### src/ex_types_pkg.sv
package ex_types_pkg;

  // integer datapath
  localparam int data_w = 32;

  // packed multimedia datapath
  localparam int mm_w = 64;
  localparam int lane_w = 16;
  localparam int mm_lanes = mm_w / lane_w;

  // eight general purpose registers
  localparam int reg_idx_w = 3;

  // one integer data word
  typedef logic [data_w-1:0] word_t;

  // full mmx register value
  typedef logic [mm_w-1:0] mm_t;

  // one 16-bit lane of an mmx value
  typedef logic [lane_w-1:0] lane_t;

  // register file index
  typedef logic [reg_idx_w-1:0] reg_idx_t;

  // eflags image of which only the arithmetic bits are produced here
  typedef logic [data_w-1:0] flags_t;

  // ecx style repeat count
  typedef logic [data_w-1:0] count_t;

endpackage

### src/ex_ctrl_pkg.sv
package ex_ctrl_pkg;

  // alu operation code
  typedef enum logic [2:0] {
    op_add    = 3'd0,
    op_sub    = 3'd1,
    op_and    = 3'd2,
    op_or     = 3'd3,
    op_xor    = 3'd4,
    op_pass_b = 3'd5,
    op_shl    = 3'd6,
    op_shr    = 3'd7
  } alu_op_e;

  // operand size
  typedef enum logic [1:0] {
    size_byte  = 2'd0,
    size_word  = 2'd1,
    size_dword = 2'd2
  } datasize_e;

  // eflags bit positions
  localparam int flag_cf = 0;
  localparam int flag_zf = 6;
  localparam int flag_sf = 7;
  localparam int flag_df = 10;
  localparam int flag_of = 11;

  // decoded micro-op with operands
  typedef struct packed {
    alu_op_e                  op;
    datasize_e                size;
    logic                     ld_gpr1;
    logic                     ld_gpr2;
    logic                     ld_mm;
    logic                     dcache_write;
    logic                     is_cmpxchg;
    logic                     is_cmps_first;
    logic                     is_cmps_second;
    logic                     repne;
    logic                     sp_pop;
    logic                     jmp_stall;
    logic                     ld_flags;
    ex_types_pkg::reg_idx_t   dr1;
    ex_types_pkg::reg_idx_t   dr2;
    ex_types_pkg::word_t      a;
    ex_types_pkg::word_t      b;
    ex_types_pkg::word_t      c;
    ex_types_pkg::mm_t        mm_a;
    ex_types_pkg::mm_t        mm_b;
    ex_types_pkg::word_t      address;
    ex_types_pkg::word_t      neip;
  } ex_uop_t;

  // everything writeback needs for one micro-op
  typedef struct packed {
    ex_types_pkg::word_t      result_a;
    ex_types_pkg::word_t      result_b;
    ex_types_pkg::word_t      result_c;
    ex_types_pkg::mm_t        result_mm;
    ex_types_pkg::flags_t     flags;
    ex_types_pkg::reg_idx_t   dr1;
    ex_types_pkg::reg_idx_t   dr2;
    ex_types_pkg::word_t      address;
    logic                     ld_gpr1;
    logic                     ld_gpr2;
    logic                     ld_mm;
    logic                     dcache_write;
    logic                     repne_done;
    ex_types_pkg::word_t      neip;
  } wb_bundle_t;

  // destinations being loaded, for decode dependency checks
  typedef struct packed {
    logic gpr1;
    logic gpr2;
    logic mm;
    logic dcache_write;
  } dep_t;

  // raw functional unit outputs before result selection
  typedef struct packed {
    ex_types_pkg::word_t      alu;
    ex_types_pkg::flags_t     alu_flags;
    ex_types_pkg::word_t      shift;
    ex_types_pkg::flags_t     shift_flags;
    ex_types_pkg::mm_t        mm;
    ex_types_pkg::count_t     count_minus_one;
    ex_types_pkg::word_t      sp_pop;
    ex_types_pkg::word_t      cmps_ptr;
  } fu_raw_t;

endpackage

### src/operand_select_ex.sv
`timescale 1ns/10ps

module operand_select_ex (
  input  logic                   clk,
  input  logic                   reset,
  input  ex_ctrl_pkg::ex_uop_t   uop,
  input  ex_types_pkg::count_t   count_fwd,
  input  logic                   accept,
  output ex_types_pkg::word_t    operand_b,
  output ex_types_pkg::count_t   count
);

  logic                  repne_active;
  ex_types_pkg::count_t  count_reg;
  ex_types_pkg::count_t  count_next;

  // every uop takes its second operand from b
  assign operand_b = uop.b;

  // steady state repne takes the locally decremented count
  always_comb begin
    if (uop.repne && repne_active) begin
      count = count_reg;
    end else if (uop.repne) begin
      count = uop.c;
    end else begin
      count = count_fwd;
    end
  end

  assign count_next = (count == '0) ? '0 : count - 32'd1;

  always_ff @(posedge clk) begin
    if (reset) begin
      repne_active <= 1'b0;
      count_reg    <= '0;
    end else if (accept) begin
      if (uop.repne) begin
        // loop stays live while another iteration remains
        repne_active <= (count > 32'd1);
        count_reg    <= count_next;
      end else begin
        repne_active <= 1'b0;
        count_reg    <= '0;
      end
    end
  end

  // a steady state repne step never starts from an empty count
  a_repne_count_nonzero: assert property (
    @(posedge clk) disable iff (reset)
    (accept && uop.repne && repne_active) |-> (count_reg != '0)
  );

endmodule

### src/functional_unit_ex.sv
`timescale 1ns/10ps

module functional_unit_ex (
  input  ex_ctrl_pkg::ex_uop_t   uop,
  input  ex_types_pkg::word_t    operand_b,
  input  ex_types_pkg::count_t   count,
  input  ex_types_pkg::flags_t   flags_fwd,
  output ex_ctrl_pkg::fu_raw_t   raw
);

  ex_types_pkg::word_t                  mask;
  ex_types_pkg::word_t                  step;
  logic [4:0]                           msb;
  ex_types_pkg::word_t                  alu_a;
  ex_types_pkg::word_t                  alu_b;
  logic [ex_types_pkg::data_w:0]        sum;
  logic [ex_types_pkg::data_w:0]        diff;
  ex_types_pkg::word_t                  alu_res;
  logic                                 alu_cf;
  logic                                 alu_of;
  ex_types_pkg::flags_t                 alu_flags;
  logic [4:0]                           shamt;
  logic [2*ex_types_pkg::data_w-1:0]    shl_wide;
  logic [2*ex_types_pkg::data_w-1:0]    shr_wide;
  ex_types_pkg::word_t                  shift_res;
  ex_types_pkg::flags_t                 shift_flags;
  ex_types_pkg::mm_t                    mm_sum;

  // size decode
  always_comb begin
    case (uop.size)
      ex_ctrl_pkg::size_byte: begin
        mask = 32'h0000_00ff;
        msb  = 5'd7;
        step = 32'd1;
      end
      ex_ctrl_pkg::size_word: begin
        mask = 32'h0000_ffff;
        msb  = 5'd15;
        step = 32'd2;
      end
      default: begin
        mask = 32'hffff_ffff;
        msb  = 5'd31;
        step = 32'd4;
      end
    endcase
  end

  // cmpxchg compares a against the accumulator in c
  assign alu_a = uop.a & mask;
  assign alu_b = (uop.is_cmpxchg ? uop.c : operand_b) & mask;
  assign sum   = {1'b0, alu_a} + {1'b0, alu_b};
  assign diff  = {1'b0, alu_a} - {1'b0, alu_b};

  always_comb begin
    alu_cf = 1'b0;
    alu_of = 1'b0;
    if (uop.is_cmpxchg || uop.op == ex_ctrl_pkg::op_sub) begin
      alu_res = diff[ex_types_pkg::data_w-1:0] & mask;
      alu_cf  = diff[{1'b0, msb} + 6'd1];
      alu_of  = (alu_a[msb] != alu_b[msb]) && (alu_res[msb] != alu_a[msb]);
    end else begin
      case (uop.op)
        ex_ctrl_pkg::op_add: begin
          alu_res = sum[ex_types_pkg::data_w-1:0] & mask;
          alu_cf  = sum[{1'b0, msb} + 6'd1];
          alu_of  = (alu_a[msb] == alu_b[msb]) && (alu_res[msb] != alu_a[msb]);
        end
        ex_ctrl_pkg::op_and: alu_res = alu_a & alu_b;
        ex_ctrl_pkg::op_or:  alu_res = alu_a | alu_b;
        ex_ctrl_pkg::op_xor: alu_res = alu_a ^ alu_b;
        default:             alu_res = alu_b;
      endcase
    end
    alu_flags                       = flags_fwd;
    alu_flags[ex_ctrl_pkg::flag_cf] = alu_cf;
    alu_flags[ex_ctrl_pkg::flag_zf] = (alu_res == '0);
    alu_flags[ex_ctrl_pkg::flag_sf] = alu_res[msb];
    alu_flags[ex_ctrl_pkg::flag_of] = alu_of;
  end

  // shifter cf is the last bit pushed out
  assign shamt    = operand_b[4:0];
  assign shl_wide = {{ex_types_pkg::data_w{1'b0}}, alu_a} << shamt;
  assign shr_wide = {alu_a, {ex_types_pkg::data_w{1'b0}}} >> shamt;

  always_comb begin
    if (uop.op == ex_ctrl_pkg::op_shl) begin
      shift_res = shl_wide[ex_types_pkg::data_w-1:0] & mask;
    end else begin
      shift_res = shr_wide[2*ex_types_pkg::data_w-1:ex_types_pkg::data_w];
    end
    shift_flags = flags_fwd;
    // zero count leaves flags alone
    if (shamt != '0) begin
      shift_flags[ex_ctrl_pkg::flag_cf] = (uop.op == ex_ctrl_pkg::op_shl) ?
                                          shl_wide[{1'b0, msb} + 6'd1] :
                                          shr_wide[ex_types_pkg::data_w-1];
      shift_flags[ex_ctrl_pkg::flag_zf] = (shift_res == '0);
      shift_flags[ex_ctrl_pkg::flag_sf] = shift_res[msb];
      shift_flags[ex_ctrl_pkg::flag_of] = 1'b0;
    end
  end

  // four independent 16-bit lanes with carries dropped
  always_comb begin
    ex_types_pkg::lane_t lane_sum;
    mm_sum = '0;
    for (int i = 0; i < ex_types_pkg::mm_lanes; i++) begin
      lane_sum = uop.mm_a[i*ex_types_pkg::lane_w +: ex_types_pkg::lane_w]
               + uop.mm_b[i*ex_types_pkg::lane_w +: ex_types_pkg::lane_w];
      mm_sum[i*ex_types_pkg::lane_w +: ex_types_pkg::lane_w] = lane_sum;
    end
  end

  always_comb begin
    raw.alu             = alu_res;
    raw.alu_flags       = alu_flags;
    raw.shift           = shift_res;
    raw.shift_flags     = shift_flags;
    raw.mm              = mm_sum;
    raw.count_minus_one = count - 32'd1;
    raw.sp_pop          = uop.a + 32'd4;
    // string pointer walks down when df is set
    raw.cmps_ptr        = flags_fwd[ex_ctrl_pkg::flag_df] ? uop.a - step : uop.a + step;
  end

endmodule

### src/result_select_ex.sv
`timescale 1ns/10ps

module result_select_ex (
  input  ex_ctrl_pkg::ex_uop_t     uop,
  input  ex_ctrl_pkg::fu_raw_t     raw,
  output ex_ctrl_pkg::wb_bundle_t  wb
);

  logic                  is_shift;
  logic                  is_cmps;
  logic                  cmp_equal;
  ex_types_pkg::flags_t  flags_sel;
  ex_types_pkg::word_t   result_a_sel;

  assign is_shift = (uop.op == ex_ctrl_pkg::op_shl) || (uop.op == ex_ctrl_pkg::op_shr);
  assign is_cmps  = uop.is_cmps_first || uop.is_cmps_second;

  // alu is forced to a - c for cmpxchg
  assign cmp_equal = raw.alu_flags[ex_ctrl_pkg::flag_zf];

  assign flags_sel = is_shift ? raw.shift_flags : raw.alu_flags;

  always_comb begin
    if (uop.sp_pop) begin
      result_a_sel = raw.sp_pop;
    end else if (is_cmps) begin
      result_a_sel = raw.cmps_ptr;
    end else if (is_shift) begin
      result_a_sel = raw.shift;
    end else begin
      result_a_sel = raw.alu;
    end
  end

  always_comb begin
    wb.result_a     = result_a_sel;
    wb.result_b     = uop.b;
    wb.result_c     = uop.repne ? raw.count_minus_one : uop.c;
    wb.result_mm    = raw.mm;
    wb.flags        = flags_sel;
    wb.dr1          = uop.dr1;
    wb.dr2          = uop.dr2;
    wb.address      = uop.address;
    wb.ld_gpr1      = uop.ld_gpr1;
    wb.ld_gpr2      = uop.ld_gpr2;
    wb.ld_mm        = uop.ld_mm;
    wb.dcache_write = uop.dcache_write;
    wb.neip         = uop.neip;

    // equal stores to memory, unequal loads the old value into the accumulator
    if (uop.is_cmpxchg) begin
      if (cmp_equal) begin
        wb.ld_gpr1 = 1'b0;
      end else begin
        wb.ld_gpr1      = 1'b1;
        wb.result_a     = uop.a;
        wb.dcache_write = 1'b0;
      end
    end

    wb.repne_done = uop.repne &&
                    ((raw.count_minus_one == '0) || flags_sel[ex_ctrl_pkg::flag_zf]);
  end

endmodule

### src/wb_latch_ex.sv
`timescale 1ns/10ps

module wb_latch_ex (
  input  logic                     clk,
  input  logic                     reset,
  input  logic                     in_valid,
  input  ex_ctrl_pkg::ex_uop_t     uop,
  input  ex_ctrl_pkg::wb_bundle_t  wb_in,
  input  logic                     wb_ready,
  output logic                     in_ready,
  output logic                     accept,
  output logic                     wb_valid,
  output ex_ctrl_pkg::wb_bundle_t  wb_out,
  output ex_ctrl_pkg::dep_t        dep_valid,
  output logic                     jmp_stall,
  output logic                     ld_flags_valid
);

  // room when empty or when the current entry drains this edge
  assign in_ready = !wb_valid || wb_ready;
  assign accept   = in_valid && in_ready;

  always_ff @(posedge clk) begin
    if (reset) begin
      wb_valid <= 1'b0;
    end else if (accept) begin
      wb_valid <= 1'b1;
    end else if (wb_ready) begin
      wb_valid <= 1'b0;
    end
  end

  always_ff @(posedge clk) begin
    if (accept) begin
      wb_out <= wb_in;
    end
  end

  // final load bits after the cmpxchg decision
  always_comb begin
    dep_valid.gpr1         = in_valid && wb_in.ld_gpr1;
    dep_valid.gpr2         = in_valid && wb_in.ld_gpr2;
    dep_valid.mm           = in_valid && wb_in.ld_mm;
    dep_valid.dcache_write = in_valid && wb_in.dcache_write;
  end

  assign jmp_stall      = in_valid && uop.jmp_stall;
  assign ld_flags_valid = in_valid && uop.ld_flags;

  // held entry must not move while writeback stalls
  a_hold_on_stall: assert property (
    @(posedge clk) disable iff (reset)
    (wb_valid && !wb_ready) |=> (wb_valid && $stable(wb_out))
  );

endmodule

### src/execute.sv
`timescale 1ns/10ps

module execute (
  input  logic                     clk,
  input  logic                     reset,
  input  logic                     in_valid,
  input  ex_ctrl_pkg::ex_uop_t     in_uop,
  input  ex_types_pkg::flags_t     flags_fwd,
  input  ex_types_pkg::count_t     count_fwd,
  input  logic                     wb_ready,
  output logic                     in_ready,
  output logic                     wb_valid,
  output ex_ctrl_pkg::wb_bundle_t  wb_out,
  output ex_ctrl_pkg::dep_t        dep_valid,
  output logic                     jmp_stall,
  output logic                     ld_flags_valid
);

  ex_types_pkg::word_t      operand_b;
  ex_types_pkg::count_t     count;
  ex_ctrl_pkg::fu_raw_t     raw;
  ex_ctrl_pkg::wb_bundle_t  wb_next;
  logic                     accept;

  operand_select_ex u_operand_select_ex (
    .clk       (clk),
    .reset     (reset),
    .uop       (in_uop),
    .count_fwd (count_fwd),
    .accept    (accept),
    .operand_b (operand_b),
    .count     (count)
  );

  functional_unit_ex u_functional_unit_ex (
    .uop       (in_uop),
    .operand_b (operand_b),
    .count     (count),
    .flags_fwd (flags_fwd),
    .raw       (raw)
  );

  result_select_ex u_result_select_ex (
    .uop (in_uop),
    .raw (raw),
    .wb  (wb_next)
  );

  wb_latch_ex u_wb_latch_ex (
    .clk            (clk),
    .reset          (reset),
    .in_valid       (in_valid),
    .uop            (in_uop),
    .wb_in          (wb_next),
    .wb_ready       (wb_ready),
    .in_ready       (in_ready),
    .accept         (accept),
    .wb_valid       (wb_valid),
    .wb_out         (wb_out),
    .dep_valid      (dep_valid),
    .jmp_stall      (jmp_stall),
    .ld_flags_valid (ld_flags_valid)
  );

endmodule

### config.mk
export PLATFORM = sky130hd
export DESIGN_NAME = execute
export DESIGN_NICKNAME = d
export VERILOG_FILES = /design/src/ex_types_pkg.sv /design/src/ex_ctrl_pkg.sv /design/src/operand_select_ex.sv /design/src/functional_unit_ex.sv /design/src/result_select_ex.sv /design/src/wb_latch_ex.sv /design/src/execute.sv
export SDC_FILE = /design/constraint.sdc
export NUM_CORES = 1
export LEC_CHECK = 0
export ABC_AREA = 0
export BUFFER_PORTS_ARGS = -buffer_cell sky130_fd_sc_hd__buf_2
export CAP_MARGIN = 40
export CORE_AREA = 2 2 255 257
export DETAILED_ROUTE_END_ITERATION = 6
export DIE_AREA = 0 0 257 259
export HOLD_SLACK_MARGIN = 0.15
export PLACE_DENSITY_LB_ADDON = 0.2
export SYNTH_ARGS = -nofsm -noshare
export SYNTH_HDL_FRONTEND = slang
export SYNTH_SLANG_ARGS = --single-unit
### constraint.sdc
create_clock -name clk -period 8.2 [get_ports clk]
set_clock_uncertainty 0.2 [all_clocks]
set_input_delay 0.41 -clock clk [delete_from_list [all_inputs] [get_ports clk]]
set_output_delay 0.41 -clock clk [all_outputs]
set_load 0.03 [all_outputs]
* Yosys cells after proc, flatten, opt, wreduce, memory -nomap -nowiden
Index checks and enable logic that the tools add are counted.
** Word-level totals
- Register bits :: 301
- Input port bits :: 378
- Output and inout bits :: 275
** Operators by class
- Add/sub/neg operators :: 11
- $lt $le $gt $ge :: 3
- Eq/ne operators :: 11
- Shift-type cells :: 2
- Muxes and demuxes :: 52
- Bitwise gates (word level) :: 8
- Reductions and logical operators :: 25
** Operators with widths (number)
- 2-to-1 mux 32 bit :: 14
- bitwise AND 32 bit :: 6
- zero test 32 bit :: 4
- one-hot mux 32 bit (4 select lines) :: 1
- adder 16 bit :: 4
- one-hot mux 32 bit (2 select lines) :: 1
- left shift 32 x 5 -> 64 bit :: 1
- >> shifter 64 x 5 -> 64 bit :: 1
- adder 32 x 32 -> 33 bit :: 1
- subtractor 32 x 32 -> 33 bit :: 1
- adder 32 x 3 -> 32 bit :: 1
- adder 32 x 3 -> 32 bit (second input constant) :: 1
- greater-than comparator 32 x 1 -> 1 bit (second input constant) :: 1
- bitwise OR 32 bit :: 1
- subtractor 32 x 1 -> 32 bit (second input constant) :: 1
- subtractor 32 x 3 -> 32 bit :: 1
- bitwise XOR 32 bit :: 1
- binary-select mux 1 bit (select 5 bit) :: 6
- 2-to-1 mux 1 bit :: 23
- binary-select mux 1 bit (select 6 bit) :: 3
- 2-to-1 mux 12 bit :: 1
- logical AND 1 bit :: 11
- one-hot mux 5 bit (2 select lines) :: 1
- == test 3 bit (second input constant) :: 3
- other kinds (16) :: 23

* Logic depth before layout (Yosys ltp)
Gate-level depths: netlist (run 1).
- Depth in word-level cells :: 14
- Mapped depth :: 32
- Depth with buffers taken out :: 19

* Cells and area by module
A second synthesis (run 1) with hierarchy kept.
** Second synthesis, totals
- Cells, all modules :: 3627
- Area total of the unflattened synthesis :: 30274.0 um^2
** By module, submodules not included
- functional_unit_ex :: times used 1, cells an instance 2428, area each 16090.4 um^2, sequential area each 0.0 um^2
- wb_latch_ex :: times used 1, cells an instance 278, area each 8110.3 um^2, sequential area each 8037.7 um^2
- result_select_ex :: times used 1, cells an instance 576, area each 3405.8 um^2, sequential area each 0.0 um^2
- operand_select_ex :: times used 1, cells an instance 345, area each 2667.6 um^2, sequential area each 660.6 um^2

* Least setup slack after synthesis (run 1)
Ideal clock, no wire load.
- Path kind :: input -> register
- Start :: input wb_ready
- End :: register u_operand_select_ex.repne_active
- Library setup time :: 70 ps
- Data arrival time :: 7354 ps
- Required time :: 7930 ps
- Slack :: 576 ps
- Stages on the path :: 7
- Path through :: nand2b_1 nand2_1 inv_1 o211a_1 clkbuf_1 o41ai_1 a21oi_1
** Between the ends
- Cells in the longest elaborated chain, start to end :: 2
** RTL lines
- from (decl) :: line execute.sv:10 : input logic wb_ready,
- logical OR 1 bit :: line wb_latch_ex.sv:20 : assign in_ready = !wb_valid || wb_ready;
- logical AND 1 bit :: line wb_latch_ex.sv:21 : assign accept = in_valid && in_ready;
- via accept :: line execute.sv:23 : logic accept;
- to (signal assigned) :: line operand_select_ex.sv:40 : repne_active <= (count > 32'd1);
- to (decl) :: line operand_select_ex.sv:13 : logic repne_active;
The timed path passes the listed nets, and every way through them passes these cells.
A chain may end at the register's enable or synchronous reset.

==> impl.org, run 1 <==
** Run status
- Run status :: finished, final reports clean

** Drt
- After detailed routing, the total wire length is 143400 um.
- Number of vias after detailed routing :: 30885
- WL/cell :: 29.29 um
- After detailed routing, the number of remaining DRC violations is 0.
- DR iter-0 viols :: 4661
- The detail route stage leaves a number of antenna-violating nets equal to 0.
- 1st-pass router iterations :: 6
- Dividing the detail-routed via count by the number of cells gives 6.308.

** Floorplan
- The floorplan has 93 rows.
- Horizontal extent of the die :: 257 um
- Ports :: 653
- The die covers 66560 um2.
- Starting Density :: 43.63%
- Die Span Y :: 259 um
- Core area :: 63880 um2

** Yosys
- Of all flip-flops after synthesis, the portion carrying an async set or reset was 0%.
- Top-count cell post-synth :: sky130_fd_sc_hd__nor2_1
- Counting flops and latches in the post-synthesis netlist gives 301.
- The share of synthesized area in the top cell type comes to 28.76%.
- A synthesized cell averages 8.700 um2.
- Number of instances in the synthesized netlist :: 3204
- When the netlist entered floorplanning its net count stood at 3784.
- EDFF count, synth :: 267
- Ys flop type :: sky130_fd_sc_hd__edfxtp_1
- Biggest area consumer among synthesized cells :: sky130_fd_sc_hd__edfxtp_1
- Combined area of all synthesized cells :: 27870 um2
- Unique cell type count in the Yosys netlist :: 101
- Synth top cells by count :: sky130_fd_sc_hd__nor2_1 (304), sky130_fd_sc_hd__nand2_1 (295), sky130_fd_sc_hd__edfxtp_1 (267)
- Of the synthesized area, sequential elements account for 31.21%.
- Number of warnings issued by yosys :: 0
- Biggest area contributors in the synthesized netlist :: sky130_fd_sc_hd__edfxtp_1 (29%), sky130_fd_sc_hd__ha_1 (8.8%), sky130_fd_sc_hd__a21oi_1 (4.2%)

** Global routing
- The via count of the first global-routing pass is 28716.
- The number of antenna violations at the first check in global routing was 16.
- Entering global routing, the biggest net connects 162 pins.
- GRT overflow :: 0
- First-pass GRT wire length :: 200600 um
- Total Routing Usage GR :: 41.04%

** Timing
- Adding up every negative setup slack in the final design gives 0 ns.
- The number of hold violations in the final report was 0.
- The max-slew violation count came to 0.
- Relative slew slack :: 29.90%
- Pin slew with the least headroom to its limit :: 1.051 ns
- After layout, the minimum clock period comes to 7.566 ns.
- Setup violations remaining at the end of the flow were counted as 0.
- Of the available clock period, the critical path in the final layout requires 92.26%.
- Max Freq :: 0.1322 GHz
- Unrepaired setup endpoints after global routing :: false

** Clock network
- Counting along the longest clock path gives a buffer depth of 3.
- Clock tree synthesis inserted a total of 37 buffers.
- Root buf cell :: sky130_fd_sc_hd__clkbuf_16
- Clock tree synthesis found a total of 301 sinks.
- At the later pin of the worst-skew pair, clock insertion delay measures 0.59 ns.
- Total of cells resized after clock tree synthesis :: 0
- Clock slew at the register clock pins of the worst setup and hold paths :: 0.06 ns
- TritonCTS built the clock tree.
- The H-tree was split into 2 levels.

** Final layout
- Of the cells placed in the final design, the portion with a size suffix greater than 1 is 23.55%.
- For this run, the share of the core covered by cells in the final layout is 55.73%.
- The finished cells cover 35600 um2.
- The final layout contains 4583 nets.
- The register with the most flip-flops in the layout has 267 of them.
- Area growth, synth to finish :: 27.73%

** Power
- Leakage :: 0.01520 uW
- Worst VDD drop :: 0.0001445 V
- Post-route total power :: 5821 uW
- For this design the ratio of total power to cell area is 163.5 nW/um2.

** Worst hold path
- Type of the tightest min-delay check :: in2reg
- Critical hold path startpoint :: in_uop[70]

** Setup path
- STA puts the critical path data required time at 7.59 ns.
- Data on the critical path arrives at its endpoint at 6.96 ns.
- The worst setup path is launched from a primary input.
- The worst setup path is of the in2out kind.
- The critical path starts at in_uop[300].
- Reg2Reg Launch Point :: u_operand_select_ex.repne_active
- Crit Path Max Fanout :: 35
- STA classifies the critical path endpoint as an output port.

** Placed design
- Placer's final routability congestion estimate :: 1.110
- Once placement finished, the instance area stood at 31920 um2.
- HPWL after detailed placement :: 109400 um
- Buffers placed on the I/O ports in this run total 652.

** Run
- # Max-Cap Violations :: 0
==> critical path: stages <==
cell,delay (ns)
sky130_fd_sc_hd__buf_4,0.27
sky130_fd_sc_hd__inv_1,0.39
sky130_fd_sc_hd__a21boi_0,0.61
sky130_fd_sc_hd__ha_1,0.39
sky130_fd_sc_hd__or2_2,0.33
sky130_fd_sc_hd__and3_1,0.25
sky130_fd_sc_hd__o22ai_1,0.36
sky130_fd_sc_hd__mux2_2,0.38
sky130_fd_sc_hd__nor4b_1,0.62
sky130_fd_sc_hd__nand4_1,0.19
sky130_fd_sc_hd__nor4b_1,0.55
sky130_fd_sc_hd__and4_1,0.31
sky130_fd_sc_hd__nand4_1,0.09
sky130_fd_sc_hd__or4_1,0.54
sky130_fd_sc_hd__buf_4,0.30
sky130_fd_sc_hd__nand2_2,0.39
sky130_fd_sc_hd__a21oi_1,0.27
sky130_fd_sc_hd__buf_2,0.25
==> placed cells by master (no fill, tap or decap), types with 29 or more instances in the layout <==
cell and count:
sky130_fd_sc_hd__nand3_1 99, sky130_fd_sc_hd__edfxtp_1 267, sky130_fd_sc_hd__nand2_1 295, sky130_fd_sc_hd__a31oi_1 44
sky130_fd_sc_hd__mux2_2 83, sky130_fd_sc_hd__nor3_1 71, sky130_fd_sc_hd__xor2_1 42, sky130_fd_sc_hd__ha_1 195
sky130_fd_sc_hd__a211oi_1 46, sky130_fd_sc_hd__nand2b_1 33, sky130_fd_sc_hd__mux2i_1 107, sky130_fd_sc_hd__buf_4 55
sky130_fd_sc_hd__mux4_2 32, sky130_fd_sc_hd__clkbuf_16 37, sky130_fd_sc_hd__a21o_1 49, sky130_fd_sc_hd__nor2b_1 31
sky130_fd_sc_hd__dfxtp_1 34, sky130_fd_sc_hd__nor2_1 303, sky130_fd_sc_hd__a22oi_1 49, sky130_fd_sc_hd__xnor2_1 87
sky130_fd_sc_hd__nand4_1 29, sky130_fd_sc_hd__and3_1 34, sky130_fd_sc_hd__inv_1 168, sky130_fd_sc_hd__dlygate4sd3_1 249
sky130_fd_sc_hd__a21oi_1 232, sky130_fd_sc_hd__o21ai_0 188, sky130_fd_sc_hd__buf_2 649
==> metal layers <==
metal / wire length, um / GRT usage [%] / vias up / share of wire [%]
li1: - / - / 13563 / -
met1: 55870 / 53.77 / 14655 / 39
met2: 60360 / 60.76 / 2227 / 42
met3: 17640 / 11.36 / 434 / 12
met4: 9424 / 23.56 / 6 / 6.6
met5: 121 / 0 / - / 0.084
==> kinds of logic after synthesis <==
| group | after synthesis | share of synthesized area (%) |
|---|---|---|
| simple gates | 1033 | 17.49 |
| flops | 301 | 31.21 |
| compound gates | 940 | 22.74 |
| fa+ha+maj | 202 | 9.256 |
| xor+xnor | 129 | 4.053 |
| mux | 225 | 9.929 |
| buf+inv | 374 | 5.319 |
==> layout make-up <==
class | count | area [um2]
Antenna cell | 11 | 27.53
Clock buffer | 45 | 965.9
Clock inverter | 21 | 193.9
Fill cell | 5858 | 28280
Inverter | 173 | 656.9
Multi-Input combinational cell | 2529 | 17700
Sequential cell | 301 | 8698
Tap cell | 855 | 1070
Timing Repair Buffer | 961 | 6292
==> per-stage QoR <==
| step | worst slack (ns) | cells | hold WS [ns] |
|---|---|---|---|
| 2_1_floorplan | 0.5761 | 3204 | 0.2360 |
| 3_3_place_gp | 0.6561 | 4562 | 0.2430 |
| 3_5_place_dp | 0.6771 | 4569 | 0.2488 |
| 4_1_cts | 0.6512 | 4884 | 0.1512 |
| 5_1_grt | 0.4923 | 4892 | 0.1751 |
| 6_report | 0.6345 | 4896 | 0.1729 |
==> final timing paths <==
path	to	slack, ns	cells past startpoint
setup / recovery	dep_valid[3]	0.63	18
hold / removal	u_wb_latch_ex.wb_out[114]	0.17	4
setup reg to reg	u_wb_latch_ex.wb_out[32]	3.70	14
hold reg to reg	u_operand_select_ex.count_reg[31]	0.25	2
==> what timing repair did <==
| item | CTS | global route |
|---|---|---|
| endpoints found under the hold margin | 207 | 0 |
| hold buffers | 249 | 0 |
| buffers inserted | 0 | 0 |
==> report_power, final <==
part / switching [uW] / internal, uW / total, uW
Combinational: 1490 / 806 / 2300
Clock: 725 / 913 / 1640
Sequential: 58.9 / 1820 / 1880
Total: 2280 / 3540 / 5820
No activity file was read; power rests on OpenSTA's default activity.
==> run 2: changes to the inputs <==
SYNTH_HIERARCHICAL = 1   (was default)
==> run 2 against run 1 <==
  * Sequential share of layout area fell by 0.44 points
  * Non-clock buffer count rose by 28
  * Worst setup slack better by 0.31 ns
  * Sequential power about the same
  * Register-to-register slack worse by 1.1 ns
  * Hold slack got worse by 0.0028 ns
  * Area after synthesis grew 8.6%
  * Fmax up 4.3%
  * Routed wire length down 25%
  * First-iteration DRC count shrank 34%
  * Combinational power is 3% lower
  * Largest power group unchanged
==> impl.org, run 2 <==
** Yosys
- The number of enable flip-flop cells after synthesis was 267 (unchanged).
- Sequential fraction of the synthesis area :: 28.73% (-2.5 points)
- Synth top cells by count :: sky130_fd_sc_hd__nand2_1 (430), sky130_fd_sc_hd__nor2_1 (351), sky130_fd_sc_hd__edfxtp_1 (267)
- Unique cell type count in the Yosys netlist :: 104 (+3.0%)
- The fraction of synthesized cell area taken by the top area cell type came to 26.48% (-2.3 points).
- The largest total area in the synthesized netlist belongs to sky130_fd_sc_hd__edfxtp_1.
- The area of the mapped netlist was 30270 um2 (+8.6%).
- The share of flip-flops with an asynchronous set or reset was 0% (unchanged).
- Biggest area contributors in the synthesized netlist :: sky130_fd_sc_hd__edfxtp_1 (26%), sky130_fd_sc_hd__ha_1 (8.3%), sky130_fd_sc_hd__buf_4 (6.6%)
- Number of instances in the synthesized netlist :: 3627 (+13%)
- Top-count cell post-synth :: sky130_fd_sc_hd__nand2_1
- Number of warnings issued by yosys :: 6 (+6)
- The register bit total from synthesis is 301 (unchanged).
- The post-synth net total is 4213 (+11%).
- The most used flip-flop cell after synthesis is sky130_fd_sc_hd__edfxtp_1.
- Post-synthesis area per instance :: 8.347 um2 (-4.1%)

** Setup path
- CP max-delay cell :: sky130_fd_sc_hd__or4b_1
- Launching element type of the critical path :: primary input
- The worst setup path is captured at an output port.
- Class of the most critical setup path :: in2out
- The setup slack of the worst register-to-register path came to 2.58 ns (-1.12 ns).
- In this run the critical register-to-register path is launched from u_operand_select_ex/repne_active.
- Maximum single-stage delay on the critical path :: 0.55 ns (-0.07 ns)
- The required arrival time at the worst endpoint came to 7.59 ns (about the same).
- Buf+Inv Stages, Crit Path :: 5 (+1)
- The number of cells traversed by the worst register-to-register path came to 16 (+2).
- Worst path arrival time :: 6.64 ns (-0.32 ns)
- Cell chain of the critical path :: dlygate4sd3_1 -> buf_4 -> inv_1 -> o21a_1 -> inv_1 -> ha_1 -> fa_1 -> a211oi_2 -> o21a_1 -> o21ai_1 -> a211oi_2 -> nor3_1 -> mux2_2 -> a221o_1 -> or4b_1 -> nor4_1 -> nand4bb_1 -> nor4_2 -> nand2b_2 -> and2_1 -> and2_1 -> buf_2
- The worst-path maximum fanout came to 31 (-11%).
- The endpoint identified for the worst register-to-register timing path is u_wb_latch_ex/wb_out[32].
- Broken down by cell family, the worst path's largest delay share belongs to simple AND/OR/NAND/NOR gates.

** Floorplan
- The total core area was 63880 um2 (unchanged).
- The die height came to 259 um (unchanged).
- Number of rows created at floorplan :: 93 (unchanged)
- The starting density of the core came to 47.39% (+3.8 points).
- The number of top-level pins came to 653 (unchanged).
- Area of the die :: 66560 um2 (unchanged)
- Horizontal extent of the die :: 257 um (unchanged)

** Timing
- Max Slew Vio Count :: 0 (unchanged)
- The number of setup violations in the final report was 0 (unchanged).
- Relative slew slack :: 37.39% (+7.5 points)
- The number of hold violations in the final report came to 0 (unchanged).
- Total Neg Setup Slack :: 0 ns (unchanged)
- Max Freq :: 0.1378 GHz (+4.3%)
- Worst hold margin :: 0.1700 ns (-0.002828 ns)
- Setup repair after global routing left no endpoint under its margin.
- The final period demand of the worst path was 7.254 ns (-0.3112 ns).
- The share of the clock period used by the worst path is 88.47% (-3.8 points).
- Pin slew with the least headroom to its limit :: 0.9319 ns (-0.1196 ns)

** Final layout
- Relative to the synthesized area, the layout overhead comes to 19.76%.
- The library cell used most frequently in the layout, excluding fill and tap cells, is sky130_fd_sc_hd__buf_2.
- The fraction of final layout cells sized beyond drive strength 1 was 21.56% (-2.0 points).
- The number of flip-flops under the largest register name came to 267 (unchanged).
- The count of nets after finishing is 4776 (+4.2%).
- The post-layout instance area was 36260 um2 (+1.8%).
- Leading cell types in the layout, fill and taps excluded :: sky130_fd_sc_hd__buf_2 (651), sky130_fd_sc_hd__nand2_1 (430), sky130_fd_sc_hd__nor2_1 (350), sky130_fd_sc_hd__dlygate4sd3_1 (289), sky130_fd_sc_hd__edfxtp_1 (267)
- The number of inserted filler cells in the final layout was 5781 (-1.3%).
- The count of placed standard cells in the final layout, fillers left out is 5078 (+3.7%).

** Worst hold path
- WHS Path Cells :: 3 (-1)
- Type of the tightest min-delay check :: in2reg
- Critical hold path startpoint :: in_uop[280]
- Hold endpoint :: u_wb_latch_ex/wb_out[259]

** Global routing
- The number of antenna violations at the first check in global routing was 6 (-10).
- The final global-route overflow total is 0 (unchanged).
- The overall routing resource usage came to 30.87% (-10 points).
- First-pass GRT wire length :: 162500 um (-19%)
- The via count of the first global-routing pass was 27885 (-2.9%).
- The pin count of the biggest net entering global routing was 143 (-12%).

** Drt
- The via density per instance came to 5.819 (-7.7%).
- DR iter-0 viols :: 3094 (-34%)
- Number of vias after detailed routing :: 29551 (-4.3%)
- Number of nets with antenna violations after detailed routing :: 0 (unchanged)
- The number of iterations in the first detailed-routing pass was 6 (unchanged).
- Number of remaining DRC errors :: 0 (unchanged)
- WL/cell :: 21.23 um (-28%)
- The routed wire length is 107800 um (-25%).

** Clock network
- Clock sink count :: 301 (unchanged)
- Clock slew at the register clock pins of the worst setup and hold paths :: 0.06 ns (about the same)
- Clock Tree Buf Depth :: 3 (unchanged)
- The H-tree depth came to 2 (unchanged).
- Clock latency reported for the late side of the worst-skew pair :: 0.57 ns (-0.02 ns)
- Total clock buffers created by CTS :: 38 (+2.7%)
- The number of gates resized after CTS came to 0 (unchanged).
- CTS tree :: built
- Clock tree synthesis selected as its root buffer the cell sky130_fd_sc_hd__clkbuf_16.

** Placed design
- The total cell area at the placement stage was 32140 um2 (+0.69%).
- The number of instances in the placed design is 4716 (+3.2%).
- The half-perimeter wire length of the detailed placement result was 78850 um (-28%).
- The global placer's final weighted congestion came to 0.9747 (-12%).
- Buffers added on ports :: 652 (unchanged)

** Power
- Power density over the cells :: 158.3 nW/um2 (-3.2%)
- The largest vdd supply drop is 0.0001237 V (-14%).
- Leakage :: 0.01553 uW (+2.2%)

** Run status
- Run status :: finished, final reports clean

** Run
- The count of max-cap constraint violations came to 0 (unchanged).
-- run 2: changes by cell type after synthesis, moves of 17 or more --
| cell | previous run | this run |
|---|---|---|
| sky130_fd_sc_hd__buf_4 | 0 | 266 |
| sky130_fd_sc_hd__o21ai_1 | 4 | 36 |
| sky130_fd_sc_hd__nor2_1 | 304 | 351 |
| sky130_fd_sc_hd__xnor2_1 | 87 | 122 |
| sky130_fd_sc_hd__mux4_2 | 32 | 11 |
| sky130_fd_sc_hd__a311o_1 | 2 | 36 |
| sky130_fd_sc_hd__nand2_1 | 295 | 430 |
| sky130_fd_sc_hd__and3_1 | 34 | 14 |
| sky130_fd_sc_hd__nand3_1 | 99 | 77 |
| sky130_fd_sc_hd__o21ai_0 | 189 | 162 |
| sky130_fd_sc_hd__a22oi_1 | 49 | 12 |
| sky130_fd_sc_hd__clkbuf_1 | 134 | 117 |
-- run 2: cell type report --
cell class	count	area (um2)	area share [%]
Multi-Input combinational cell	2679	18030	49.74
Sequential cell	301	8700	23.99
Timing Repair Buffer	989	6546	18.06
Tap cell	855	1070	2.951
Clock buffer	47	1015	2.799
Inverter	181	679.4	1.874
Clock inverter	23	205.2	0.5659
Antenna cell	3	7.507	0.02071
-- run 2: through the flow --
| stage | utilization [%] | total power (uW) | setup slack (ns) |
|---|---|---|---|
| global route | 56.75 | 6021 | 0.6342 |
| detailed placement | 50.31 | 3920 | 1.170 |
| finish | 56.76 | 5739 | 0.9457 |
| CTS | 56.74 | 5740 | 1.110 |
| global placement | 50.24 | 3915 | 1.439 |
| floorplan | - | 3458 | 0.07565 |
-- run 2: report_power, final --
group / internal (uW) / leakage, uW / total, uW / switching [uW]
Clock: 977 / 0.000602 / 1650 / 678
Combinational: 838 / 0.0121 / 2220 / 1390
Sequential: 1830 / 0.00286 / 1860 / 34.4
-- run 2: cells by family (layout without fill, tap and decap cells) --
group                    count (synthesis)  in the layout  synth area share (%)
AND/OR/NAND/NOR                       1188           1188                 18.12
AO/OA/AOI/OAI                          902            902                 20.00
buffers and inverters                  647           1240                 11.74
flip-flops                             301            301                 28.73
adder cells (fa/ha/maj)                208            208                 8.770
multiplexers                           204            204                 7.514
XOR/XNOR                               177            177                 5.121
other                                    0              3                     0
-- run 2: worst register-to-register path: cells and delay by family, from the launching register on --
family | cells | cell delay, ns
simple gates | 11 | 3.46
mux | 2 | 0.76
flops | 1 | 0.54
xor+xnor | 1 | 0.21
buf+inv | 1 | 0.19
compound gates | 1 | 0.14
-- run 2: worst max path at each step --
stage                            from                         to  cells after the start
final                     in_uop[224]               dep_valid[0]                     22
after global routing      in_uop[300]               dep_valid[3]                     21
after CTS                 in_uop[224]               dep_valid[0]                     22
after detailed placement  in_uop[300]  u_wb_latch_ex/wb_out[242]                     17
after global placement    in_uop[300]  u_wb_latch_ex/wb_out[235]                     17
after floorplan           in_uop[305]               dep_valid[0]                     27
-- run 2: timing repair --
item                      4_1_cts  5_1_grt
hold buffers                  289        0
hold endpoints to repair      227        0
buffers inserted                0        0
-- run 2: metal layers --
layer / GRT usage, % / routed length, um / vias to the layer above
met5: 0 / 35 / -
met4: 13.89 / 5086 / 8
met3: 5.116 / 8819 / 255
met2: 50.10 / 49420 / 1441
met1: 40.45 / 44450 / 13874
li1: - / - / 13973
